**config.mk**
```make
export PLATFORM = sky130hd
export DESIGN_NAME = pool_window_fetch
export DESIGN_NICKNAME = d
export VERILOG_FILES = /design/src/pool_cfg_pkg.sv /design/src/pool_data_pkg.sv /design/src/pool_window_fetch.sv
export VERILOG_INCLUDE_DIRS = /design/src
export SDC_FILE = /design/constraint.sdc
export NUM_CORES = 1
export LEC_CHECK = 0
export ABC_AREA = 1
export BUFFER_PORTS_ARGS = -buffer_cell sky130_fd_sc_hd__clkbuf_2
export CAP_MARGIN = 15
export CORE_ASPECT_RATIO = 1.25
export CORE_UTILIZATION = 45
export DETAILED_ROUTE_END_ITERATION = 8
export PLACE_DENSITY = 0.59
export SLEW_MARGIN = 20
export SYNTH_ARGS = -nofsm -noshare
export SYNTH_HDL_FRONTEND = slang
export SYNTH_SLANG_ARGS = --single-unit
```
**constraint.sdc**
```tcl
create_clock -name clk -period 24.9 [get_ports clk]
set_input_delay 7.47 -clock clk [delete_from_list [all_inputs] [get_ports clk]]
set_output_delay 7.47 -clock clk [all_outputs]
set_load 0.02 [all_outputs]
```
**src/pool_macros.svh**
```systemverilog
`ifndef POOL_MACROS_SVH
`define POOL_MACROS_SVH

// feature value and descriptor word widths
`define POOL_DATA_W 8
`define POOL_WORD_W 32

// width of a row, channel or kernel count
`define POOL_DIM_W 8

// input feature ram
`define POOL_IN_DEPTH 1024
`define POOL_IN_AW 10

// descriptor ram, three words used
`define POOL_PARAM_DEPTH 8
`define POOL_PARAM_AW 3

// result fifo entries, also the number of windows in flight
`define POOL_FIFO_DEPTH 4

// consumer buffer size after reset
`define POOL_OUT_CREDITS 2

`endif

```
**src/pool_cfg_pkg.sv**
```systemverilog
`default_nettype none

`include "pool_macros.svh"

package pool_cfg_pkg;

	// row, channel or kernel count
	typedef logic [`POOL_DIM_W-1:0] dim_t;

	// where each field sits in the descriptor ram
	typedef enum logic [`POOL_PARAM_AW-1:0] {
		CFG_WORD_ROW     = 0,
		CFG_WORD_CHANNEL = 1,
		CFG_WORD_KERNEL  = 2
	} cfg_word_e;

	// layer descriptor as captured by the loader
	typedef struct packed {
		dim_t num_row;
		dim_t num_channel;
		dim_t kernel;
	} layer_cfg_t;

endpackage

`default_nettype wire

```
**src/pool_data_pkg.sv**
```systemverilog
`default_nettype none

`include "pool_macros.svh"

package pool_data_pkg;

	// one signed feature value
	typedef logic signed [`POOL_DATA_W-1:0] pix_t;

	// input ram word address
	typedef logic [`POOL_IN_AW-1:0] in_addr_t;

	// position of a beat inside its window
	typedef struct packed {
		logic first;
		logic last;
	} fetch_tag_t;

	// one closed window
	typedef struct packed {
		pix_t value;
		logic last_of_layer;
	} result_t;

endpackage

`default_nettype wire

```
**src/pool_window_fetch.sv**
```systemverilog
`default_nettype none

`include "pool_macros.svh"

module pool_window_fetch (
	input  wire                          clk,
	input  wire                          rst,
	input  wire pool_cfg_pkg::layer_cfg_t cfg,
	input  wire                          cfg_valid,
	input  wire                          win_credit,
	output pool_data_pkg::in_addr_t      rd_addr,
	output logic                         beat_valid,
	output pool_data_pkg::fetch_tag_t    beat_tag,
	output logic                         last_window
);

	import pool_cfg_pkg::*;
	import pool_data_pkg::*;

	localparam int CRED_W = $clog2(`POOL_FIFO_DEPTH + 1);

	typedef enum logic {
		IDLE,
		SCAN
	} state_e;

	state_e            state;
	dim_t              ch;
	dim_t              win_row;
	dim_t              win_col;
	dim_t              el_row;
	dim_t              el_col;
	dim_t              k_last;
	dim_t              win_last;
	logic [CRED_W-1:0] credit;
	logic              rd_valid;
	logic              take;
	logic              first_el;
	logic              last_el;
	logic              last_win_now;
	fetch_tag_t        tag_now;
	in_addr_t          ch_base;
	in_addr_t          row_idx;
	in_addr_t          col_idx;

	assign k_last = cfg.kernel - 1'b1;

	// windows per row and column, minus one
	assign win_last = ((cfg.kernel == 8'd2) ? (cfg.num_row >> 1) : (cfg.num_row >> 3)) - 1'b1;

	assign first_el     = (el_row == '0) && (el_col == '0);
	assign last_el      = (el_row == k_last) && (el_col == k_last);
	assign last_win_now = (ch == cfg.num_channel - 1'b1) && (win_row == win_last) &&
		(win_col == win_last);

	// a new window needs a free fifo slot, the rest of a window does not
	assign rd_valid = (state == SCAN) && (!first_el || credit != '0);
	assign take     = rd_valid && first_el;

	assign tag_now.first = first_el;
	assign tag_now.last  = last_el;

	// channel base plus row and column inside the channel plane
	assign ch_base = ch * cfg.num_row * cfg.num_row;
	assign row_idx = win_row * cfg.kernel + el_row;
	assign col_idx = win_col * cfg.kernel + el_col;
	assign rd_addr = ch_base + row_idx * cfg.num_row + col_idx;

	always_ff @(posedge clk or negedge rst) begin
		if (!rst) begin
			state   <= IDLE;
			ch      <= '0;
			win_row <= '0;
			win_col <= '0;
			el_row  <= '0;
			el_col  <= '0;
		end else if (state == IDLE) begin
			ch      <= '0;
			win_row <= '0;
			win_col <= '0;
			el_row  <= '0;
			el_col  <= '0;
			if (cfg_valid) begin
				state <= SCAN;
			end
		end else if (rd_valid) begin
			if (el_col != k_last) begin
				el_col <= el_col + 1'b1;
			end else begin
				el_col <= '0;
				if (el_row != k_last) begin
					el_row <= el_row + 1'b1;
				end else begin
					el_row <= '0;
					if (last_win_now) begin
						state <= IDLE;
					end else if (win_col != win_last) begin
						win_col <= win_col + 1'b1;
					end else begin
						win_col <= '0;
						if (win_row != win_last) begin
							win_row <= win_row + 1'b1;
						end else begin
							win_row <= '0;
							ch      <= ch + 1'b1;
						end
					end
				end
			end
		end
	end

	// one slot per window, given back when the fifo pops
	always_ff @(posedge clk or negedge rst) begin
		if (!rst) begin
			credit <= CRED_W'(`POOL_FIFO_DEPTH);
		end else begin
			credit <= credit - CRED_W'(take) + CRED_W'(win_credit);
		end
	end

	// line the tag up with ram read data
	always_ff @(posedge clk or negedge rst) begin
		if (!rst) begin
			beat_valid <= 1'b0;
		end else begin
			beat_valid <= rd_valid;
		end
	end

	always_ff @(posedge clk) begin
		beat_tag    <= tag_now;
		last_window <= last_win_now;
	end

	credit_bound: assert property (@(posedge clk) disable iff (!rst)
		credit <= CRED_W'(`POOL_FIFO_DEPTH));

endmodule

`default_nettype wire

```
==> results.py <==
metrics = {
    "timing": {
        "hold-worst-slack_ns": 0.5929,
        "finalCritPeriodShare_pct": 95.52,
        "hold_viol_final": 0,
        "max_freq_ghz": 0.04204,
        "setup-violations-final": 0,
        "min_period_ns": 23.79,
        "slew_headroom_pct": 55.31,
        "slew_violations": 0,
        "final.setup.worst_slack_ns": 1.114,
        "fin_setup_tns_ns": 0,
        "rsz0062_at_grt": "no",
        "worst_pin_slew_ns": 0.6704,
        "finalClockSkew_ns": 0.007437,
    },
    "logic_synthesis": {
        "synth_edf_count": 0,
        "synth_seq_area_share_pct": 10.04,
        "synthFlopType": "dfrtp_1",
        "synthArstFlopShare_pct": 93.75,
        "ys_seq_elements": 48,
        "postSynthAreaPerCell_um2": 7.231,
        "synth.net_count": 1928,
        "ys_types": 48,
        "yosysWarningCount": 0,
        "synth.cell_area_mm2": 0.01183,
        "synthCells": 1636,
    },
    "clock_network": {
        "insertion_delay_ns": 0.31,
        "clockBufferDepth": 2,
        "cts_made_buffers": 5,
        "htreeDepth": 2,
        "clk_pin_slew_worst_paths_ns": 0.06,
        "cts_hold_buf": 0,
        "cts_sinks": 48,
        "cts_tree": "yes",
        "root_buffer": "clkbuf_16",
        "post_cts_buffers": 0,
        "cts_resized": 0,
    },
    "placed_design": {
        "post-place-ws_ns": 1.038,
        "dp_hpwl_um": 24360,
        "place_area_mm2": 0.01220,
        "port_buffers": 41,
        "placed_cells": 1958,
        "place_congestion": 0.9070,
    },
    "pwr": {
        "power.switching_mw": 0.7206,
        "power_leakage_nw": 7.296,
        "swShare_pct": 56.49,
        "cellPowerDensity_mw_per_mm2": 103.0,
        "vdd_drop_max_v": 0.0001725,
        "power.total_mw": 1.276,
        "clkPwrFrac_pct": 6.8,
        "p_int_mw": 0.5550,
        "p_seq_share_pct": 8.8,
        "combPwrFrac_pct": 84.4,
    },
    "floorplan": {
        "pin_count": 42,
        "core_area_mm2": 0.02593,
        "initial_core_util_pct": 45.62,
        "dieWidth_um": 147.0,
        "die_h_um": 183.3,
        "die-area_mm2": 0.02695,
        "num_rows": 66,
    },
    "status": {
        "status": "completed",
    },
    "setup_path": {
        "rr_worst_depth": 15,
        "worstSetupPathDepth": 40,
        "crit_top_cell": "nand2_1",
        "rr_endpoint": "credit[2]",
        "required_ns": 17.43,
        "cp_data_arrival_time_ns": 16.32,
        "end_kind": "primary output",
        "slowest_delay_ns": 0.55,
        "regToRegStartpoint": "el_row[0]",
        "rrSetupSlack_ns": 22.21,
        "crit_path_top_delay_cell": "fa_1",
        "cp-start-kind": "primary input",
        "path_buf_inv": 10,
        "crit_family": "adder cells",
        "path_max_fanout": 21,
        "path_class": "primary input to primary output",
    },
    "cells_and_area": {
        "drive_gt1_share_pct": 6.212,
        "area.growth.synth_to_final_pct": 4.664,
        "fin_util_pct": 47.75,
        "design_area_mm2": 0.01238,
        "fin_cells": 1967,
        "nNetsFinal": 1917,
    },
    "worst_hold_path": {
        "hold_path.class": "register to register",
        "holdPathEnd": "el_col[0]",
        "hp-start": "el_col[0]",
        "min_path_cells": 1,
    },
    "flow_run": {
        "cap_violations": 0,
    },
    "drt": {
        "drt_pre_antenna_iters": 5,
        "drc": 0,
        "routed_via_density": 4.895,
        "wl_per_cell_um": 15.18,
        "postRouteAntennaNets": 0,
        "vias": 9629,
        "wl_um": 29860,
        "drt_iter0_drc": 481,
    },
    "global_routing": {
        "use_met2_pct": 42.75,
        "antenna_found_initial": 1,
        "grt_util_met3_pct": 1.393,
        "grt_pass1_wl_um": 49950,
        "grt_most_used_layer": "met2",
        "grtUsageTotal_pct": 23.56,
        "grt_max_degree": 46,
        "grt_pass1_vias": 10070,
        "grt_util_met1_pct": 29.62,
        "grt.overflow.total": 0,
    },
}
cells by family after synthesis:
logic type / share of synthesized area (%)
AND/OR/NAND/NOR: 25.38
buffers and inverters: 16.28
adder cells (fa/ha/maj): 37.82
XOR/XNOR: 8.102
AO/OA/AOI/OAI: 2.380
flip-flops: 10.04
sequential cells by signal, summed over array words and instances, names as in the netlist:
| name | cells |
|---|---|
| beat_valid | 1 |
| last_window | 1 |
| win_row | 8 |
| el_row | 8 |
| win_col | 8 |
| beat_tag | 2 |
| el_col | 8 |
| ch | 8 |
| credit | 3 |
| state | 1 |
worst max path at each step:
| stage | startpoint | end | slack [ns] |
|---|---|---|---|
| 6_report | cfg[18] | rd_addr[9] | 1.11 |
| 5_1_grt | cfg[18] | rd_addr[9] | 0.62 |
| 4_1_cts | cfg[18] | rd_addr[9] | 1.03 |
| 3_5_place_dp | cfg[18] | rd_addr[9] | 1.04 |
| 3_3_place_gp | cfg[18] | rd_addr[9] | 1.16 |
| 2_1_floorplan | cfg[18] | rd_addr[9] | 1.60 |
layout by cell type (no fill, tap or decap), types with 33 or more instances in the layout:
master / count
inv_1: 429
xnor2_1: 33
nand3_1: 68
nor2_1: 75
ha_1: 108
fa_1: 156
dfrtp_1: 44
nand2_1: 414
nand4_1: 35
xor2_1: 72
clkbuf_2: 41
synthesized netlist by cell type (2+ instances only):
cell type  instances  area [um^2]
inv_2              3        11.26
nor2_8             2        40.04
nand3_2            4        40.04
nand4_1           35        219.0
a31oi_1            3        18.77
dfxtp_1            3        60.06
xor2_1            72        630.6
nor3b_1            4        30.03
xnor2_1           33        289.0
or2_2              5        31.28
nor2_4             4        45.04
nand3_4            2        35.03
nand3_1           68        340.3
nand2_2            9        56.30
fa_1             156         3123
o21ai_2            2        17.52
buf_6              3        33.78
buf_4              6        45.04
buf_1              4        15.01
o21ai_1            7        35.03
nor4_1             7        43.79
nand2_4            3        33.78
a21oi_1           18        90.09
buf_2              6        30.03
nand2_1          414         1554
dfrtp_1           44         1101
nor3_1            16        80.08
nor2_1            75        281.5
o21ai_0           16        80.08
clkbuf_2           4        20.02
nand3b_1          11        82.58
inv_1            429         1610
ha_1             108         1351
nor2_2             7        43.79
clkbuf_1          40        150.1
per-layer routing:
layer  routed length [um]  vias to the layer above
li1                     -                     4768
met1                13280                     4696
met2                15260                      129
met3                  599                       36
met4                  716                        0
met5                    0                        -
layout make-up:
type | instances | area (um^2)
fill | 2668 | 13550
multi-input combinational | 1091 | 8717
inverter | 434 | 1632
sequential | 48 | 1187
tap | 340 | 425.4
timing repair buffer | 45 | 235.2
clock buffer | 7 | 152.6
clock inverter | 1 | 30.03
antenna | 1 | 2.502
power by group through the flow:
| stage | sequential [mW] | combinational (mW) | clock, mW |
|---|---|---|---|
| detailed placement | 0.114 | 1.10 | 0 |
| global placement | 0.114 | 1.09 | 0 |
| floorplan | 0.107 | 0.801 | 0 |
| global route | 0.115 | 1.23 | 0.0910 |
| CTS | 0.113 | 1.11 | 0.0884 |
| finish | 0.113 | 1.08 | 0.0865 |
No activity file was read; power rests on OpenSTA's default activity.
