--- src/pool_macros.svh ---
`ifndef POOL_MACROS_SVH
`define POOL_MACROS_SVH

// feature value and descriptor word widths
`define POOL_DATA_W 8
`define POOL_WORD_W 32

// width of a row, channel or kernel count
`define POOL_DIM_W 8

// input feature ram
`define POOL_IN_DEPTH 1024
`define POOL_IN_AW 10

// descriptor ram, three words used
`define POOL_PARAM_DEPTH 8
`define POOL_PARAM_AW 3

// result fifo entries, also the number of windows in flight
`define POOL_FIFO_DEPTH 4

// consumer buffer size after reset
`define POOL_OUT_CREDITS 2

`endif

--- src/pool_cfg_pkg.sv ---
`default_nettype none

`include "pool_macros.svh"

package pool_cfg_pkg;

	// row, channel or kernel count
	typedef logic [`POOL_DIM_W-1:0] dim_t;

	// where each field sits in the descriptor ram
	typedef enum logic [`POOL_PARAM_AW-1:0] {
		CFG_WORD_ROW     = 0,
		CFG_WORD_CHANNEL = 1,
		CFG_WORD_KERNEL  = 2
	} cfg_word_e;

	// layer descriptor as captured by the loader
	typedef struct packed {
		dim_t num_row;
		dim_t num_channel;
		dim_t kernel;
	} layer_cfg_t;

endpackage

`default_nettype wire

--- src/pool_param_loader.sv ---
`default_nettype none

`include "pool_macros.svh"

module pool_param_loader (
	input  wire                          clk,
	input  wire                          rst,
	input  wire                          start,
	output logic [`POOL_PARAM_AW-1:0]    param_raddr,
	input  wire [`POOL_WORD_W-1:0]       param_rdata,
	output pool_cfg_pkg::layer_cfg_t     cfg,
	output logic                         cfg_valid
);

	import pool_cfg_pkg::*;

	typedef enum logic [1:0] {
		IDLE,
		READ,
		PUBLISH
	} state_e;

	state_e                    state;
	logic [`POOL_PARAM_AW-1:0] word_cnt;
	dim_t                      word_val;

	// counts live in the low byte of each word
	assign word_val = dim_t'(param_rdata);

	// idle keeps word 0 on the bus so it is ready the cycle after start
	always_comb begin
		if (state == READ) begin
			param_raddr = word_cnt + 1'b1;
		end else begin
			param_raddr = CFG_WORD_ROW;
		end
	end

	always_ff @(posedge clk or negedge rst) begin
		if (!rst) begin
			state    <= IDLE;
			word_cnt <= '0;
		end else begin
			case (state)
				IDLE: begin
					word_cnt <= '0;
					if (start) begin
						state <= READ;
					end
				end
				READ: begin
					word_cnt <= word_cnt + 1'b1;
					if (word_cnt == CFG_WORD_KERNEL) begin
						state <= PUBLISH;
					end
				end
				default: begin
					state <= IDLE;
				end
			endcase
		end
	end

	// word_cnt names the word now on param_rdata
	always_ff @(posedge clk) begin
		if (state == READ) begin
			case (word_cnt)
				CFG_WORD_ROW:     cfg.num_row <= word_val;
				CFG_WORD_CHANNEL: cfg.num_channel <= word_val;
				default:          cfg.kernel <= word_val;
			endcase
		end
	end

	assign cfg_valid = (state == PUBLISH);

	kernel_legal: assert property (@(posedge clk) disable iff (!rst)
		cfg_valid |-> (cfg.kernel == 8'd2 || cfg.kernel == 8'd8));

endmodule

`default_nettype wire

--- config.mk ---
export PLATFORM = sky130hd
export DESIGN_NAME = pool_param_loader
export DESIGN_NICKNAME = d
export VERILOG_FILES = /design/src/pool_cfg_pkg.sv /design/src/pool_param_loader.sv
export VERILOG_INCLUDE_DIRS = /design/src
export SDC_FILE = /design/constraint.sdc
export NUM_CORES = 1
export LEC_CHECK = 0
export BUFFER_PORTS_ARGS = -buffer_cell sky130_fd_sc_hd__buf_2
export CAP_MARGIN = 10
export CORE_ASPECT_RATIO = 1.75
export CORE_UTILIZATION = 35
export DETAILED_ROUTE_END_ITERATION = 10
export GPL_TIMING_DRIVEN = 0
export PLACE_DENSITY = 0.65
export SLEW_MARGIN = 30
export SYNTH_ARGS = -nofsm -noshare
export SYNTH_HDL_FRONTEND = slang
export SYNTH_SLANG_ARGS = --single-unit
--- constraint.sdc ---
create_clock -name clk -period 2 [get_ports clk]
set_clock_uncertainty 0.1 [all_clocks]
set_input_delay 0.3 -clock clk [delete_from_list [all_inputs] [get_ports clk]]
set_output_delay 0.3 -clock clk [all_outputs]
set_load 0.02 [all_outputs]
==> results of run 1 <==
==> flip-flops by register name (all words and copies together), names as in the netlist <==
register and cells:
state 2, cfg 24, word_cnt 3
==> timing repair <==
item	4_1_cts	5_1_grt
hold buffers	1	0
setup buffers	0	0
setup endpoints to repair	8	8
endpoints found under the hold margin	5	0
resized for setup	1	1
==> how the worst max path moves through the flow <==
stage                      from             end  slack [ns]  cells past startpoint
finish              word_cnt[0]  param_raddr[1]        0.19                      5
global route        word_cnt[0]  param_raddr[1]        0.09                      5
CTS                 word_cnt[0]          cfg[7]        0.05                      4
detailed placement  word_cnt[0]          cfg[5]       -0.21                      4
global placement    word_cnt[0]          cfg[1]       -0.14                      4
floorplan           word_cnt[0]          cfg[0]        0.11                      4
==> layer usage <==
layer | vias up | wire (um) | global-route usage [%]
li1 | 304 | - | -
met1 | 312 | 658 | 10.5
met2 | 43 | 959 | 23.1
met3 | 2 | 169 | 5.52
met4 | 0 | 8 | 6.25
met5 | - | 0 | 0
==> layout by cell type (no fill, tap or decap), drive strengths merged, types with 2 or more instances in the layout <==
cell,instances
buf,39
edfxtp,24
clkbuf,5
dfrtp,5
nor2,4
nand2,4
ha,4
inv,4
and3,3
clkinv,2
o21ai,2
==> area by class of cell <==
cell class                 count  area [um2]  area share, %
buffer                         1        11.3          0.803
clock buffer                   5        68.8           4.91
clock inverter                 3        17.5           1.25
inverter                       4        15.0           1.07
multi-input combinational     26         209           14.9
sequential                    29         846           60.3
tap                           28        35.0           2.50
timing repair buffer          39         200           14.3
==> power by group through the flow <==
stage / combinational [mW] / sequential (mW) / clock (mW)
after floorplan: 0.393 / 1.26 / 0
after global placement: 0.892 / 1.04 / 0
after detailed placement: 0.921 / 1.05 / 0
after CTS: 0.939 / 1.03 / 0.464
after global routing: 1.03 / 1.05 / 0.495
final: 0.943 / 1.03 / 0.453
==> per-stage QoR <==
stage | total power, mW | util [%] | cell area, um2 | instances | setup TNS [ns]
after floorplan | 1.66 | - | 1070 | 60 | 0
after global placement | 1.93 | 44.2 | 1290 | 126 | -1.14
after detailed placement | 1.97 | 44.2 | 1290 | 126 | -1.65
after CTS | 2.44 | 47.6 | 1400 | 135 | 0
after global routing | 2.57 | 47.9 | 1400 | 135 | 0
final | 2.43 | 47.9 | 1400 | 135 | 0
==> kinds of logic (layout without fill, tap and decap cells) <==
family                   count (synthesis)  after routing  synth area share [%]
AO/OA/AOI/OAI                            5              5                  3.74
XOR/XNOR                                 1              1                 0.819
adder cells (fa/ha/maj)                  4              4                  4.68
buffers and inverters                    5             52                  2.46
flip-flops                              29             29                  79.1
AND/OR/NAND/NOR                         16             16                  9.24
==> impl_metrics.yaml, run 1 <==
run_status:
  status: "finished, violations left"
  violations: "design-rule violations"
synthesis:
  yosys.area.top_type: "edfxtp_1"
  synth_top_area_share_pct: 67.4
  yosysMostFrequentCell: "edfxtp_1"
  synth_cell_types: 20
  synth-edff-count: 24
  seq_area_frac_synth_pct: 79.1
  synthTopCellsByCount: "24 x edfxtp_1, 5 x dfrtp_1, 4 x ha_1, 4 x nand2_1, 4 x nor2_1"
  synth_seq_cells: 29
  synth_area_um2: 1070
  synth_flop_cell: "edfxtp_1"
  synth-async-reset-ratio_pct: 17.2
  syn_inst: 60
  synth.avg_cell_area_um2: 17.8
  ys_warn_count: 0
  synthTopCellsByArea: "edfxtp_1 67%, dfrtp_1 12%, ha_1 4.7%"
  syn-num-nets: 99
floorplanning:
  core.rowCount: 26
  dieArea_um2: 3290
  boundaryPins: 63
  die-width_um: 43.8
  initial_core_util_pct: 36.5
  core_um2: 2930
  die_h_um: 75.1
worst_setup_path:
  r2r-end: "cfg[1]"
  r2r_start: "word_cnt[0]"
  max_stage_delay_ns: 0.43
  critical_path_buf_inv_count: 2
  r2r_cells: 4
  crit_slowest_cell: "dfrtp_1"
  cp_data_arrival_time_ns: 1.41
  critPathMaxFanout: 6
  critPathLaunchType: "flop"
  crit_required_ns: 1.60
  r2r_setup_slack_ns: 0.20
  cp-end-kind: "output port"
  critPathKind: "flop to output port"
  path_cells: "inv_1 -> ha_1 -> nand2_1 -> nor2_1 -> buf_2"
  path_delay_family: "flip-flops"
detailed_routing:
  vias_per_cell: 4.90
  avgRoutedWirePerCell_um: 13.3
  first_iter_violations: 18
  vias: 661
  drc: 7
  wl_mm: 1.80
  drt_first_pass_iters: 7
  ant_nets: 0
power_and_ir_drop:
  swShare_pct: 38.6
  powerDensity_nw_per_um2: 1730
  ir_drop_uv: 1030
  power_frac_comb_pct: 38.8
  clock_power_share_pct: 18.6
  intPower_mw: 1.49
  p_leak_nw: 0.606
  seqPwrFrac_pct: 42.5
  p_sw_mw: 0.937
layout:
  areaGrowthSynthToFinish_pct: 31.1
  fillCellCount: 266
  drive_above_1_share_pct: 50.5
  antennaDiodeCount: 0
  finish.net_count: 145
cts:
  clk_latency_ns: 0.27
  cts_tree: "yes"
  cts_made_buffers: 5
  max-clock-path-buffers: 2
  cts_sinks: 29
  cts_htree_levels: 2
  cts_root_buf: "clkbuf_8"
  clk_pin_slew_ns: 0.06
timing:
  maxSlewViolCount: 0
  worst_slack_ns: 0.193
  clock.fmax_ghz: 0.553
  min_period_ns: 1.81
  setup_viol: 0
  hold_ws_ns: 0.124
  hold_viol: 0
  rsz0062_at_grt: "no"
  worst_pin_slew_ns: 0.431
  finalCritPeriodShare_pct: 90.4
  max_slew_margin_pct: 71.2
place:
  globalplace.congestion: 0.729
  io_buffers: 38
  dp_slack_ns: -0.206
  dp_hpwl_mm: 1.29
hold_path:
  min_path_cells: 1
  hold_end: "cfg[11]"
  hold_class: "primary input to flop"
  min_from: "param_rdata[3]"
global_routing:
  grt.total_usage_pct: 12.3
  first_global_vias: 636
  grt_remaining_overflow: 0
  grt_max_degree: 11
  antenna_found_initial: 0
  grt_pass1_wl_mm: 2.77
run:
  maxCapViolCount: 0
Power figures use the tool's default switching activity.
==> run 2, diff against run 1 <==
CORE_UTILIZATION = 38   (was 35)
PLACE_DENSITY = 0.7   (was 0.65)
==> run 2 against run 1 <==
Flip-flop and latch count did not move. Non-clock buffer count stayed put. Sequential power is essentially flat. Die area is 7.6% lower. First-iteration DRC count rose by 5.6%. The flow now finishes without violations. Power is 1.2% lower. Critical path depth is 1 lower. Global-route usage rose by 1.1 points. Worst setup slack worse by 0.011 ns.
==> impl_metrics.yaml, run 2 (synthesized netlist as in run 1, its figures left out) <==
run_status:
  status: "complete, no violations"
layout:
  reg_top3: "cfg: 24 flops, word_cnt: 3 flops, state: 2 flops"
  areaGrowthSynthToFinish_pct: 30.5
  fin_area_um2: 1400
  finish.net_count: 145
  final_cell_mix: "38 x buf_2, 24 x edfxtp_1, 5 x clkbuf_8, 5 x dfrtp_1"
  drive_above_1_share_pct: 48.6
  antennaDiodeCount: 0
  fillCellCount: 232
  largest_reg_flops: 24
  layout_commonest_cell: "buf_2"
  largest_register: "cfg"
detailed_routing:
  ant_nets: 0
  drc: 0
  avgRoutedWirePerCell_um: 13.2
  vias: 649
  vias_per_cell: 4.84
  wl_mm: 1.77
  drt_first_pass_iters: 4
  first_iter_violations: 19
worst_setup_path:
  critPathLaunchType: "flop"
  critPathKind: "flop to flop"
  crit_required_ns: 1.84
  cp_data_arrival_time_ns: 1.66
  critPathMaxFanout: 8
  cp-end-kind: "flop"
global_routing:
  grt_max_degree: 10
  antenna_found_initial: 0
  grt.total_usage_pct: 13.4
  first_global_vias: 659
  grt_pass1_wl_mm: 2.91
  grt_remaining_overflow: 0
floorplanning:
  dieArea_um2: 3040
  core.rowCount: 25
  die_h_um: 72.2
  initial_core_util_pct: 39.8
  boundaryPins: 63
  core_um2: 2690
  die-width_um: 42.1
timing:
  finalSetupTns_ns: 0
  setup_viol: 0
  finalCritPeriodShare_pct: 90.9
  rsz0062_at_grt: "no"
  worst_slack_ns: 0.182
  max_slew_margin_pct: 73.9
  worst_pin_slew_ns: 0.391
  hold_viol: 0
  min_period_ns: 1.82
  clock.fmax_ghz: 0.550
  maxSlewViolCount: 0
power_and_ir_drop:
  p_leak_nw: 0.605
  power_mw: 2.40
  powerDensity_nw_per_um2: 1720
  ir_drop_uv: 969
cts:
  clk_latency_ns: 0.27
  cts_root_buf: "clkbuf_8"
  cts_sinks: 29
  clk_pin_slew_ns: 0.06
  max-clock-path-buffers: 2
  cts_made_buffers: 5
  cts_tree: "yes"
  cts_htree_levels: 2
place:
  placed_area_um2: 1290
  dp_slack_ns: -0.211
  io_buffers: 38
  dp_hpwl_mm: 1.25
  globalplace.congestion: 0.659
run:
  maxCapViolCount: 0
hold_path:
  hold_class: "primary input to flop"
run 2: cell count changes in the layout (fill, tap and decap cells not counted):
cell	previous run	this run
clkinv_1	0	2
clkinv_2	2	1
clkinvlp_4	1	0
run 2: cell type report:
type / instances / area, um2 / share of cell area, %
well taps: 27 / 33.8 / 2.42
clock inverters: 3 / 12.5 / 0.896
repair buffers: 39 / 200 / 14.3
clock buffers: 5 / 68.8 / 4.93
flip-flops and latches: 29 / 846 / 60.6
plain buffers: 1 / 11.3 / 0.806
multi-input cells: 26 / 209 / 15.0
inverters: 4 / 15.0 / 1.08
run 2: critical path, cell delays in order, from the launching register on:
cell and delay (ns):
dfrtp_1 0.44, inv_1 0.09, ha_1 0.22, or2_2 0.32
a21oi_4 0.31
run 2: path summary, 6_finish.rpt:
kind                       slack (ns)  depth (start not counted)          end      startpoint
max                              0.18                          4       cfg[3]     word_cnt[0]
min                              0.12                          1      cfg[12]  param_rdata[4]
max reg2reg                      0.18                          4       cfg[3]     word_cnt[0]
min reg2reg                      0.47                          2     state[0]        state[1]
max in group asynchronous        1.38                          2  word_cnt[2]             rst
min in group asynchronous        0.28                          2  word_cnt[1]             rst
run 2: through the flow:
stage | hold WS [ns] | cells | utilization [%]
after floorplan | -0.0956 | 60 | -
after global placement | 0.0203 | 125 | 48.1
after detailed placement | 0.0236 | 125 | 48.1
after CTS | 0.117 | 134 | 51.6
after global routing | 0.117 | 134 | 51.9
final | 0.125 | 134 | 51.9
run 2: metal layers:
layer  part of all wire (%)  track usage [%]
met1                     35             12.0
met4                   0.56             7.29
met3                     11             6.47
met2                     54             24.1
met5                      0                0
run 2: report_power, final:
group	internal [mW]	switching, mW
Clock	0.233	0.206
Combinational	0.312	0.615
Sequential	0.938	0.0949
Total	1.48	0.916
run 2: what timing repair did:
| action | 4_1_cts | 5_1_grt |
|---|---|---|
| endpoints found under the hold margin | 5 | 0 |
| hold buffers | 1 | 0 |
| buffers inserted | 0 | 0 |
| gates resized for setup | 1 | 1 |
| endpoints found under the setup margin | 8 | 8 |
==> run 3, diff against run 2 <==
CORE_UTILIZATION = 30   (was 38)
PLACE_DENSITY = 0.57   (was 0.7)
==> run 3 against run 2 <==
Die area grew 26%. Clock-buffer cell count is the same. Via count grew 0.46%. Cell area grew 1.6%. Cell count grew 13%. Flip-flop and latch count is the same. Register-to-register slack is essentially flat.
==> impl_metrics.yaml, run 3 (synthesized netlist as in run 1, its figures left out) <==
worst_setup_path:
  critPathMaxFanout: 8
  r2r_setup_slack_ns: 0.17
  critPathKind: "flop to flop"
  r2r_start: "word_cnt[0]"
  cp-end-kind: "flop"
  cp_data_arrival_time_ns: 1.67
  r2r_cells: 4
  max_stage_delay_ns: 0.43
  path_cells: "inv_1 -> ha_1 -> or2_2 -> a21oi_4"
  crit_slowest_cell: "dfrtp_1"
  r2r-end: "cfg[2]"
  crit_required_ns: 1.84
  critPathLaunchType: "flop"
hold_path:
  min_from: "param_rdata[4]"
  hold_class: "primary input to flop"
  hold_end: "cfg[4]"
  min_path_cells: 1
floorplanning:
  die-width_um: 47.1
  boundaryPins: 63
  core_um2: 3400
  dieArea_um2: 3820
  core.rowCount: 28
  die_h_um: 81.0
  initial_core_util_pct: 31.5
power_and_ir_drop:
  ir_drop_uv: 1030
  p_leak_nw: 0.605
  powerDensity_nw_per_um2: 1690
timing:
  worst_pin_slew_ns: 0.412
  maxSlewViolCount: 0
  finalSetupTns_ns: 0
  min_period_ns: 1.83
  finalCritPeriodShare_pct: 91.3
  rsz0062_at_grt: "no"
  hold_viol: 0
  max_slew_margin_pct: 72.6
  clock.fmax_ghz: 0.547
  setup_viol: 0
  hold_ws_ns: 0.125
layout:
  final_cell_mix: "38 x buf_2, 24 x edfxtp_1, 5 x clkbuf_8, 5 x dfrtp_1"
  fillCellCount: 325
  areaGrowthSynthToFinish_pct: 32.6
  largest_reg_flops: 24
  antennaDiodeCount: 0
  layout_commonest_cell: "buf_2"
  final_util_pct: 41.8
  finish.net_count: 145
  drive_above_1_share_pct: 48.6
  largest_register: "cfg"
  reg_top3: "cfg: 24 flops, word_cnt: 3 flops, state: 2 flops"
  final_cells: 152
run:
  maxCapViolCount: 0
place:
  dp_cells: 143
  io_buffers: 38
  dp_hpwl_mm: 1.29
  globalplace.congestion: 0.646
cts:
  clk_latency_ns: 0.27
  cts_made_buffers: 5
  cts_htree_levels: 2
  cts_root_buf: "clkbuf_8"
  cts_setup_buffers: 0
  cts_sinks: 29
  clk_pin_slew_ns: 0.06
  cts_tree: "yes"
  max-clock-path-buffers: 2
detailed_routing:
  ant_nets: 0
  first_iter_violations: 6
  wl_mm: 1.76
  drc: 0
  drt_first_pass_iters: 3
  avgRoutedWirePerCell_um: 11.6
  vias_per_cell: 4.29
  vias: 652
run_status:
  status: "complete, no violations"
global_routing:
  grt_remaining_overflow: 0
  first_global_vias: 630
  grt_max_degree: 10
  grt.total_usage_pct: 11.0
  grt_pass1_wl_mm: 2.76
  antenna_found_initial: 0
## run 3: cell counts in the layout (fill, tap and decap cells not counted)
No cell type changed its count.
## run 3: worst max-delay path by stage
stage | from | endpoint | depth (start not counted)
2_1_floorplan | word_cnt[0] | cfg[0] | 4
3_3_place_gp | word_cnt[0] | cfg[1] | 4
3_5_place_dp | word_cnt[0] | cfg[1] | 4
4_1_cts | word_cnt[0] | cfg[2] | 4
5_1_grt | word_cnt[0] | param_raddr[1] | 5
6_report | word_cnt[0] | cfg[2] | 4
## run 3: worst max-delay path, delay by kind of cell (launching register included)
family | cells | cell delay (ns)
AND/OR/NAND/NOR | 1 | 0.32
flip-flops | 1 | 0.43
AO/OA/AOI/OAI | 1 | 0.32
buffers and inverters | 1 | 0.10
adder cells (fa/ha/maj) | 1 | 0.21
## run 3: per-stage QoR
step / total power, mW / setup slack, ns / instance area [um2]
finish: 2.40 / 0.173 / 1420
global route: 2.56 / 0.0639 / 1420
CTS: 2.41 / 0.0200 / 1410
detailed placement: 1.96 / -0.229 / 1320
global placement: 1.94 / -0.207 / 1320
floorplan: 1.66 / 0.109 / 1070
## run 3: layout make-up
cell class / count / area (um2) / share of cell area [%]
timing repair buffer: 39 / 200 / 14.1
inverter: 4 / 15.0 / 1.06
clock inverter: 3 / 12.5 / 0.882
sequential: 29 / 846 / 59.6
buffer: 1 / 11.3 / 0.794
clock buffer: 5 / 68.8 / 4.85
multi-input combinational: 26 / 209 / 14.7
tap: 45 / 56.3 / 3.97
## run 3: repair_timing
action | CTS | global route
setup endpoints to repair | 8 | 8
endpoints found under the hold margin | 5 | 0
hold buffers | 1 | 0
gates resized for setup | 1 | 1
## run 3: where the power goes
part / internal (mW) / switching, mW
sequential: 0.939 / 0.0953
combinational: 0.313 / 0.626
clock: 0.233 / 0.192
## run 3: per-layer routing
metal	track usage (%)	part of all wire (%)	vias up
met2	18.2	53	35
met1	10.8	37	305
met3	4.00	6.7	7
met4	7.71	2.9	0
met5	0	0	-
li1	-	-	305
