`config.mk`:
```
export PLATFORM = sky130hd
export DESIGN_NAME = pool_max_reduce
export DESIGN_NICKNAME = d
export VERILOG_FILES = /design/src/pool_data_pkg.sv /design/src/pool_max_reduce.sv
export VERILOG_INCLUDE_DIRS = /design/src
export SDC_FILE = /design/constraint.sdc
export NUM_CORES = 1
export LEC_CHECK = 0
export ABC_CLOCK_PERIOD_IN_PS = 3550
export BUFFER_PORTS_ARGS = -buffer_cell sky130_fd_sc_hd__buf_2
export CAP_MARGIN = 25
export CORE_ASPECT_RATIO = 1.4
export CORE_MARGIN = 10
export CORE_UTILIZATION = 40
export CTS_CLUSTER_DIAMETER = 120
export DETAILED_ROUTE_END_ITERATION = 16
export GPL_ROUTABILITY_DRIVEN = 0
export GPL_TIMING_DRIVEN = 0
export PLACE_DENSITY = 0.63
export SKIP_LAST_GASP = 1
export SLEW_MARGIN = 20
export SYNTH_ARGS = -nofsm -noshare
export SYNTH_HDL_FRONTEND = slang
export SYNTH_SLANG_ARGS = --single-unit
```
`constraint.sdc`:
```
create_clock -name clk -period 3.55 [get_ports clk]
set_input_delay 0.8875 -clock clk [delete_from_list [all_inputs] [get_ports clk]]
set_output_delay 0.8875 -clock clk [all_outputs]
set_load 0.005 [all_outputs]
```
`src/pool_macros.svh`:
```
`ifndef POOL_MACROS_SVH
`define POOL_MACROS_SVH

// feature value and descriptor word widths
`define POOL_DATA_W 8
`define POOL_WORD_W 32

// width of a row, channel or kernel count
`define POOL_DIM_W 8

// input feature ram
`define POOL_IN_DEPTH 1024
`define POOL_IN_AW 10

// descriptor ram, three words used
`define POOL_PARAM_DEPTH 8
`define POOL_PARAM_AW 3

// result fifo entries, also the number of windows in flight
`define POOL_FIFO_DEPTH 4

// consumer buffer size after reset
`define POOL_OUT_CREDITS 2

`endif

```
`src/pool_data_pkg.sv`:
```
`default_nettype none

`include "pool_macros.svh"

package pool_data_pkg;

	// one signed feature value
	typedef logic signed [`POOL_DATA_W-1:0] pix_t;

	// input ram word address
	typedef logic [`POOL_IN_AW-1:0] in_addr_t;

	// position of a beat inside its window
	typedef struct packed {
		logic first;
		logic last;
	} fetch_tag_t;

	// one closed window
	typedef struct packed {
		pix_t value;
		logic last_of_layer;
	} result_t;

endpackage

`default_nettype wire

```
`src/pool_max_reduce.sv`:
```
`default_nettype none

module pool_max_reduce (
	input  wire                       clk,
	input  wire                       rst,
	input  wire                       beat_valid,
	input  wire pool_data_pkg::fetch_tag_t beat_tag,
	input  wire                       last_window,
	input  wire pool_data_pkg::pix_t  rdata,
	output logic                      res_valid,
	output pool_data_pkg::result_t    res
);

	import pool_data_pkg::*;

	pix_t acc;
	pix_t win_max;
	logic win_open;

	// first beat restarts the window, signed compare otherwise
	assign win_max = (beat_tag.first || rdata > acc) ? rdata : acc;

	always_ff @(posedge clk) begin
		if (beat_valid) begin
			acc <= win_max;
		end
	end

	always_ff @(posedge clk or negedge rst) begin
		if (!rst) begin
			win_open <= 1'b0;
		end else if (beat_valid) begin
			if (beat_tag.last) begin
				win_open <= 1'b0;
			end else if (beat_tag.first) begin
				win_open <= 1'b1;
			end
		end
	end

	always_ff @(posedge clk or negedge rst) begin
		if (!rst) begin
			res_valid <= 1'b0;
		end else begin
			res_valid <= beat_valid && beat_tag.last;
		end
	end

	// close the window
	always_ff @(posedge clk) begin
		if (beat_valid && beat_tag.last) begin
			res.value         <= win_max;
			res.last_of_layer <= last_window;
		end
	end

	last_needs_open: assert property (@(posedge clk) disable iff (!rst)
		(beat_valid && beat_tag.last) |-> (win_open || beat_tag.first));

endmodule

`default_nettype wire

```
==> results of run 1 <==
-- cells in the final DEF, fill, tap and decap left out --
master and instances:
buf_2 23, edfxtp_1 17, inv_1 9, mux2_2 8, ha_1 8, clkbuf_4 3
nand4_1 2, a21oi_1 2, nor2_1 1, a21o_1 1, a2111oi_4 1, a211oi_2 1
nor2b_1 1, o211ai_1 1, nand2b_1 1, nor3_4 1, and2_1 1, clkbuf_1 1
dfrtp_1 1
-- how the worst max path moves through the flow --
stage,end,slack [ns],depth (start not counted)
3_5_place_dp,res[8],0.53,7
4_1_cts,acc[4],0.85,7
3_3_place_gp,res[3],0.55,7
6_report,res[5],0.87,7
2_1_floorplan,acc[1],0.82,6
5_1_grt,res[6],0.80,7
-- synthesized netlist by cell type --
library cell	number	area (sq um)
a2111oi_4	1	27.5
a211oi_2	1	12.5
a21o_1	1	7.51
a21oi_1	2	10.0
and2_1	1	6.26
dfrtp_1	1	25.0
edfxtp_1	17	510
ha_1	8	100
inv_1	9	33.8
mux2_2	8	90.1
nand2b_1	1	6.26
nand4_1	2	12.5
nor2_1	1	3.75
nor2b_1	1	6.26
nor3_4	1	16.3
o211ai_1	1	7.51
-- cells by family after synthesis --
logic type,Yosys count,synth area share
and+or+nand+nor,7,0.0586
DFF,18,0.611
adders and majority gates,8,0.114
AOI/OAI and AO/OA,6,0.0743
buffers and inverters,9,0.0386
muxes,8,0.103
-- registers in the layout, summed over array words and instances (netlist names) --
register / cells
acc: 8
res: 9
res_valid: 1
-- metal layers --
metal / up-vias / wire length (microns) / track usage / share of wire
met1: 253 / 619 / 0.0797 / 0.39
met5: - / 0 / 0 / 0
met4: 0 / 41 / 0.0525 / 0.026
met2: 14 / 819 / 0.125 / 0.52
met3: 5 / 103 / 0.0350 / 0.065
li1: 264 / - / - / -
-- where the power goes --
| group | switching [mW] | internal (mW) | total [mW] |
|---|---|---|---|
| sequential | 0.00469 | 0.252 | 0.256 |
| clock | 0.0630 | 0.0438 | 0.107 |
| combinational | 0.0377 | 0.0363 | 0.0740 |
| total | 0.105 | 0.332 | 0.437 |
-- worst max-delay path: stages --
cell and delay [ns]:
buf_2 0.11, ha_1 0.30, a21o_1 0.19, a2111oi_4 0.35, a211oi_2 0.09, nor3_4 0.41
mux2_2 0.40
-- layout make-up --
class,count,area [sq um]
flip-flops and latches,18,536
well taps,22,27.5
inverters,9,33.8
fillers,195,1080
multi-input cells,29,307
clock buffers,4,26.3
repair buffers,23,115
==> flow_summary_export.csv, run 1 <==
group,metric,value,unit
sta,rsz0062_at_grt,"false",
clock_network,clk_path_buf_depth,2,
min_path,min_path_type,"primary input to asynchronous set/reset pin",
outcome,status,"finished clean",
sta,timing.fmax,0.373,GHz
placed_design,hpwlAfterDp,1240,microns
critical_path,startpoint,"rdata[5]",
clock_network,cts_buffers,3,
clock_network,clkTransAtPathRegs,0.10,ns
global_route,grt_pass1_vias,581,
clock_network,cts_root_buffer,"clkbuf_4",
pwr,pwr_density_cell,418,nW/um^2
detailed_routing,post_drt_wl_per_cell,15.1,microns
clock_network,insertion_delay,0.30,ns
clock_network,h-tree-depth,1,
cells_and_area,fin_cells,105,
global_route,grt_pass1_wl,2570,microns
placed_design,post_dp_cell_area,1020,sq um
die,row_count,20,
placed_design,portBuffers,23,
cells_and_area,design_area,1040,sq um
sta,worst_slew_pin_slew,0.468,ns
critical_path,cp.required,3.60,ns
detailed_routing,num_vias,536,
cells_and_area,final_util,0.491,
synthesis,synth_fp_nets,78,
critical_path,crit_fanout,8,
cells_and_area,drive_gt1_frac,0.446,
die,dieArea,4490,sq um
detailed_routing,wl,1580,microns
cells_and_area,insertedDiodeCount,0,
detailed_routing,viasPerCell,5.10,
clock_network,cts_tree,"done",
sta,relSlewSlack,0.688,
sta,maxSlewViolCount,0,
synthesis,avgSynthCellArea,15.6,sq um
sta,hold_slack,0.347,ns
synthesis,syn_area,876,sq um
detailed_routing,ant_nets,0,
die,io_pins,24,
critical_path,crit_type,"primary input to flip-flop",
pwr,max-vdd-ir-drop,0.220,mV
critical_path,worst_setup_path_start_kind,"primary input",
die,die_y,75.4,microns
critical_path,arrival,2.73,ns
pwr,leakagePower,0.451,nW
synthesis,ys_types,16,
sta,finalHoldViolCount,0,
global_route,antenna_found_initial,0,
sta,setup_ws,0.872,ns
die,start_util,0.412,
placed_design,dp_cells,101,
synthesis,ys_warn_count,0,
clock_network,cts_sinks,18,
synthesis,yosys_register_bits,18,
synthesis,ys_seq_area_frac,0.611,
sta,skew,0.00388,ns
critical_path,r2r_start,"acc[5]",
sta,finalSetupViolations,0,
global_route,grt_usage,0.0781,
placed_design,place_ws,0.525,ns
clock_network,cts_setup_buffers,0,
synthesis,synthesis.instances,56,
critical_path,r2r-end,"res[5]",
run,maxCapViolCount,0,
sta,min_period_over_period,0.755,
critical_path,reg2reg_depth,7,
die,die_width,59.5,microns
global_route,gr-total-overflow,0,
sta,min_period,2.68,ns
sta,finalSetupTns,0,ns
die,core_region_area,2130,sq um
critical_path,end_kind,"flip-flop",
clock_network,cts-resized-gates,0,
detailed_routing,firstDrtPassIters,2,
detailed_routing,dr.first_iter.drc_count,10,
cells_and_area,area_growth,19.3,%
critical_path,rrSetupSlack,1.17,ns
global_route,grt_max_degree,11,
detailed_routing,drc,0,
clock_network,cts_hold_buf,0,
pwr,power,437,uW
cells_and_area,nets,106,
No activity file was read; power rests on OpenSTA's default activity.
==> run 2, diff against run 1 <==
--- a/config.mk
+++ b/config.mk
@@ -6,7 +6,7 @@
 export SDC_FILE = /design/constraint.sdc
 export NUM_CORES = 1
 export LEC_CHECK = 0
-export ABC_CLOCK_PERIOD_IN_PS = 3550
+export ABC_CLOCK_PERIOD_IN_PS = 2400
 export BUFFER_PORTS_ARGS = -buffer_cell sky130_fd_sc_hd__buf_2
 export CAP_MARGIN = 25
 export CORE_ASPECT_RATIO = 1.4
@@ -16,7 +16,7 @@
 export DETAILED_ROUTE_END_ITERATION = 16
 export GPL_ROUTABILITY_DRIVEN = 0
 export GPL_TIMING_DRIVEN = 0
-export PLACE_DENSITY = 0.63
+export PLACE_DENSITY = 0.65
 export SKIP_LAST_GASP = 1
 export SLEW_MARGIN = 20
 export SYNTH_ARGS = -nofsm -noshare
==> constraint.sdc (replaced) <==
create_clock -name clk -period 2.4 [get_ports clk]
set_input_delay 0.6 -clock clk [delete_from_list [all_inputs] [get_ports clk]]
set_output_delay 0.6 -clock clk [all_outputs]
set_load 0.005 [all_outputs]
==> run 2 against run 1 <==
  * First-iteration DRC count rose by 40%
  * Via count fell by 0.19%
  * Clock power rose by 43%
  * Clock-buffer cell count did not move
  * Combinational power rose by 77%
  * Non-clock buffer count rose by 3
  * Flip-flop and latch count did not move
  * Worst setup slack got worse by 0.70 ns
  * Critical path type is now flip-flop to flip-flop
  * Critical endpoint is now acc[4]
  * Largest power group unchanged
==> flow_summary_export.csv, run 2 (synthesized netlist as in run 1, its figures left out) <==
group,metric,value,unit
detailed_routing,dr.first_iter.drc_count,14,
detailed_routing,firstDrtPassIters,5,
detailed_routing,wl,1560,microns
detailed_routing,ant_nets,0,
die,die_y,75.4,microns
critical_path,end_kind,"flip-flop",
run,maxCapViolCount,0,
cells_and_area,final.fill_count,186,
global_route,grt_pass1_vias,553,
cells_and_area,top_register,"res",
sta,hold_slack,0.0694,ns
clock_network,cts_tree,"done",
clock_network,cts_sinks,18,
global_route,grt_max_degree,11,
critical_path,crit_type,"flip-flop to flip-flop",
critical_path,rrSetupSlack,0.17,ns
clock_network,h-tree-depth,1,
global_route,grt_usage,0.0733,
die,dieArea,4490,sq um
global_route,antenna_found_initial,0,
detailed_routing,viasPerCell,4.95,
critical_path,slowest_delay,0.41,ns
sta,worst_slew_pin_slew,0.424,ns
sta,finalSetupTns,0,ns
clock_network,clkTransAtPathRegs,0.10,ns
cells_and_area,top_regs,"res: 9 flops, acc: 8 flops, res_valid: 1 flops",
sta,finalSetupViolations,0,
sta,finalHoldViolCount,0,
die,row_count,20,
sta,min_period_over_period,0.930,
global_route,gr-total-overflow,0,
cells_and_area,nets,109,
detailed_routing,drc,0,
min_path,min_path_type,"primary input to asynchronous set/reset pin",
critical_path,crit_family,"compound AO/OA/AOI/OAI gates",
cells_and_area,insertedDiodeCount,0,
cells_and_area,final-seq-area,536,sq um
die,core_region_area,2130,sq um
cells_and_area,drive_gt1_frac,0.477,
critical_path,r2r-end,"acc[4]",
critical_path,crit_fanout,3,
detailed_routing,post_drt_wl_per_cell,14.4,microns
sta,timing.fmax,0.448,GHz
critical_path,reg2reg_depth,8,
cells_and_area,area_growth,26.7,%
outcome,status,"finished clean",
sta,setup_ws,0.169,ns
pwr,power,664,uW
critical_path,worst_setup_path_start_kind,"flip-flop",
cells_and_area,mostFrequentLayoutCells,"buf_2 (23), edfxtp_1 (17), inv_1 (9)",
critical_path,arrival,2.27,ns
clock_network,insertion_delay,0.28,ns
clock_network,cts_root_buffer,"clkbuf_4",
pwr,leakagePower,0.495,nW
pwr,pwr_density_cell,599,nW/um^2
clock_network,clk_path_buf_depth,2,
sta,min_period,2.23,ns
sta,relSlewSlack,0.717,
pwr,max-vdd-ir-drop,0.256,mV
die,io_pins,24,
sta,maxSlewViolCount,0,
cells_and_area,largest_reg_flops,9,
critical_path,cp.required,2.44,ns
detailed_routing,num_vias,535,
clock_network,cts_buffers,3,
cells_and_area,design_area,1110,sq um
placed_design,portBuffers,23,
placed_design,dp_cells,101,
sta,rsz0062_at_grt,"false",
critical_path,cpMaxStageDelayCell,"edfxtp_1",
cells_and_area,multi_input_comb_area,349,sq um
critical_path,worst-path-buf-inv,2,
die,die_width,59.5,microns
cells_and_area,fin_cells,108,
clock_network,cts_hold_buf,0,
placed_design,post_dp_cell_area,1060,sq um
placed_design,hpwlAfterDp,1220,microns
global_route,grt_pass1_wl,2450,microns
critical_path,cp_cell_sequence,"inv_1, ha_4, a21o_1, a2111oi_4, a211oi_2, nor3_4, buf_4, mux2_4",
sta,skew,0.00405,ns
critical_path,r2r_start,"acc[5]",
die,start_util,0.412,
cells_and_area,final_util,0.522,
cells_and_area,final_common_cell,"buf_2",
placed_design,place_ws,-0.321,ns
run 2: changes by cell type in the layout (fill, tap and decap cells not counted), sizes merged:
cell,change
buf,+3
run 2: worst max path at each step:
stage / from / to / slack, ns / cells past startpoint
after floorplan: rdata[5] / acc[0] / -0.01 / 6
after global placement: rdata[5] / res[8] / -0.29 / 7
after detailed placement: rdata[5] / acc[3] / -0.32 / 7
after CTS: acc[5] / acc[4] / 0.16 / 8
after global routing: acc[5] / acc[4] / 0.06 / 8
final: acc[5] / acc[4] / 0.17 / 8
run 2: repair_timing:
action,4_1_cts,5_1_grt
setup endpoints to repair,16,0
buffers inserted,3,0
resized for setup,0,0
run 2: cell type report:
| class | count | area share |
|---|---|---|
| Sequential cell | 18 | 0.483 |
| Multi-Input combinational cell | 29 | 0.315 |
| Timing Repair Buffer | 26 | 0.124 |
| Inverter | 9 | 0.0304 |
| Tap cell | 22 | 0.0248 |
| Clock buffer | 4 | 0.0237 |
run 2: where the power goes:
group	internal, mW	leakage [nW]	switching (mW)
sequential	0.372	0.176	0.00796
clock	0.0645	0.0150	0.0885
combinational	0.0707	0.304	0.0603
total	0.508	0.495	0.157
run 2: routing by layer:
metal  up-vias  part of all wire  GRT usage
li1        269                 -          -
met1       248              0.40     0.0817
met2        16              0.51      0.117
met3         2             0.067     0.0200
met4         0             0.022     0.0525
met5         -                 0          0
==> run 3, diff against run 2 <==
--- a/config.mk
+++ b/config.mk
@@ -11,12 +11,12 @@
 export CAP_MARGIN = 25
 export CORE_ASPECT_RATIO = 1.4
 export CORE_MARGIN = 10
-export CORE_UTILIZATION = 40
+export CORE_UTILIZATION = 45
 export CTS_CLUSTER_DIAMETER = 120
 export DETAILED_ROUTE_END_ITERATION = 16
 export GPL_ROUTABILITY_DRIVEN = 0
 export GPL_TIMING_DRIVEN = 0
-export PLACE_DENSITY = 0.65
+export PLACE_DENSITY = 0.72
 export SKIP_LAST_GASP = 1
 export SLEW_MARGIN = 20
 export SYNTH_ARGS = -nofsm -noshare
==> run 3 against run 2 <==
  * Register-to-register slack is essentially flat
  * Via count grew 0.75%
  * Non-clock buffer count shrank 1
  * Wire length shrank 0.90%
  * Critical path depth is the same
  * Largest power group unchanged
  * Highest routed layer unchanged
==> flow_summary_export.csv, run 3 (synthesized netlist as in run 1, its figures left out) <==
group,metric,value,unit
die,start_util,0.486,
clock_network,h-tree-depth,1,
cells_and_area,final-seq-area,536,sq um
clock_network,insertion_delay,0.29,ns
outcome,status,"finished clean",
critical_path,worst-path-buf-inv,2,
sta,finalHoldViolCount,0,
cells_and_area,insertedDiodeCount,0,
critical_path,crit_type,"flip-flop to flip-flop",
detailed_routing,viasPerCell,5.13,
sta,rsz0062_at_grt,"false",
detailed_routing,num_vias,539,
sta,skew,0.00646,ns
global_route,grt_pass1_vias,565,
cells_and_area,final.fill_count,161,
pwr,max-vdd-ir-drop,0.246,mV
detailed_routing,firstDrtPassIters,2,
cells_and_area,mostFrequentLayoutCells,"buf_2 (23), edfxtp_1 (17), inv_1 (9)",
critical_path,cp.required,2.45,ns
critical_path,end_kind,"flip-flop",
cells_and_area,top_register,"res",
placed_design,hpwlAfterDp,1300,microns
global_route,busiest_layer,"met2",
clock_network,cts_buffers,3,
global_route,antenna_found_initial,0,
pwr,leakagePower,0.490,nW
die,dieArea,4140,sq um
global_route,grt_pass1_wl,2530,microns
sta,finalSetupViolations,0,
die,die_width,57.3,microns
die,die_y,72.2,microns
cells_and_area,final_util,0.610,
global_route,grtUsageMet2,0.129,
cells_and_area,top_regs,"res: 9 flops, acc: 8 flops, res_valid: 1 flops",
cells_and_area,final_common_cell,"buf_2",
clock_network,cts_sinks,18,
clock_network,cts_tree,"done",
placed_design,portBuffers,23,
critical_path,crit_fanout,4,
sta,worst_slew_pin_slew,0.398,ns
cells_and_area,area_growth,25.6,%
global_route,grt_usage,0.0814,
cells_and_area,largest_reg_flops,9,
clock_network,clk_path_buf_depth,2,
sta,min_period,2.24,ns
detailed_routing,dr.first_iter.drc_count,5,
critical_path,crit_family,"compound AO/OA/AOI/OAI gates",
die,core_region_area,1800,sq um
sta,relSlewSlack,0.734,
detailed_routing,post_drt_wl_per_cell,14.7,microns
cells_and_area,drive_gt1_frac,0.471,
sta,maxSlewViolCount,0,
global_route,grt_use_met1,0.0798,
global_route,use_met3,0.0279,
sta,timing.fmax,0.447,GHz
clock_network,cts_root_buffer,"clkbuf_4",
critical_path,worst_setup_path_start_kind,"flip-flop",
global_route,gr-total-overflow,0,
run,maxCapViolCount,0,
min_path,min_path_type,"primary input to asynchronous set/reset pin",
cells_and_area,nets,108,
critical_path,slowest_delay,0.41,ns
die,row_count,18,
cells_and_area,multi_input_comb_area,349,sq um
global_route,grt_max_degree,11,
clock_network,clkTransAtPathRegs,0.09,ns
sta,finalSetupTns,0,ns
detailed_routing,ant_nets,0,
critical_path,cp_cell_sequence,"inv_1, ha_4, a21o_1, a2111oi_4, a211oi_2, nor3_4, buf_4, mux2_4",
clock_network,cts_hold_buf,0,
sta,min_period_over_period,0.933,
critical_path,cpMaxStageDelayCell,"edfxtp_1",
detailed_routing,drc,0,
die,io_pins,24,
critical_path,arrival,2.29,ns
pwr,pwr_density_cell,598,nW/um^2
detailed_routing,wl,1550,microns
## run 3: cell types whose count changed in the layout (fill, tap and decap cells not counted), sizes merged
| cell | previous run | this run |
|---|---|---|
| buf | 26 | 25 |
## run 3: worst paths after layout
kind / startpoint / end / slack, ns / cells past startpoint
setup / recovery: acc[5] / res[2] / 0.16 / 8
hold / removal: rst / res_valid / 0.07 / 1
setup reg to reg: acc[5] / res[2] / 0.16 / 8
hold reg to reg: acc[6] / acc[6] / 0.62 / 1
max in group asynchronous: rst / res_valid / 2.25 / 1
min in group clk: last_window / res[0] / 0.48 / 1
## run 3: cell type report
cell class / count / share of cell area
Clock buffer: 4 / 0.0239
Multi-Input combinational cell: 29 / 0.317
Sequential cell: 18 / 0.487
Tap cell: 20 / 0.0228
Timing Repair Buffer: 25 / 0.118
Inverter: 9 / 0.0307
## run 3: what timing repair did
| item | in CTS | in global routing |
|---|---|---|
| setup endpoints to repair | 16 | 0 |
| setup buffers | 2 | 0 |
| resized for setup | 0 | 0 |
## run 3: routing by layer
layer  share of wire  vias to the layer above
li1                -                      268
met1            0.39                      248
met2            0.50                       18
met3           0.067                        5
met4           0.040                        0
met5               0                        -
## run 3: per-stage QoR
stage	std cells	instance area (sq um)	hold slack [ns]	setup WS, ns	total power, mW
2_1_floorplan	56	918	0.304	-0.0115	0.472
3_3_place_gp	99	1060	0.375	-0.249	0.509
3_5_place_dp	99	1060	0.377	-0.286	0.514
4_1_cts	105	1100	0.0612	0.145	0.668
5_1_grt	105	1100	0.0509	0.0508	0.697
6_report	105	1100	0.0695	0.162	0.658
## run 3: report_power, final
group,leakage [nW],internal (mW),switching (mW)
clock,0.0150,0.0647,0.0842
sequential,0.176,0.373,0.00919
combinational,0.299,0.0684,0.0590
total,0.490,0.506,0.152
## run 3: worst register-to-register path: stages, from the launching register on
cell and delay [ns]:
edfxtp_1 0.41, inv_1 0.12, ha_4 0.21, a21o_1 0.20
a2111oi_4 0.31, a211oi_2 0.10, nor3_4 0.17, buf_4 0.17
mux2_4 0.31
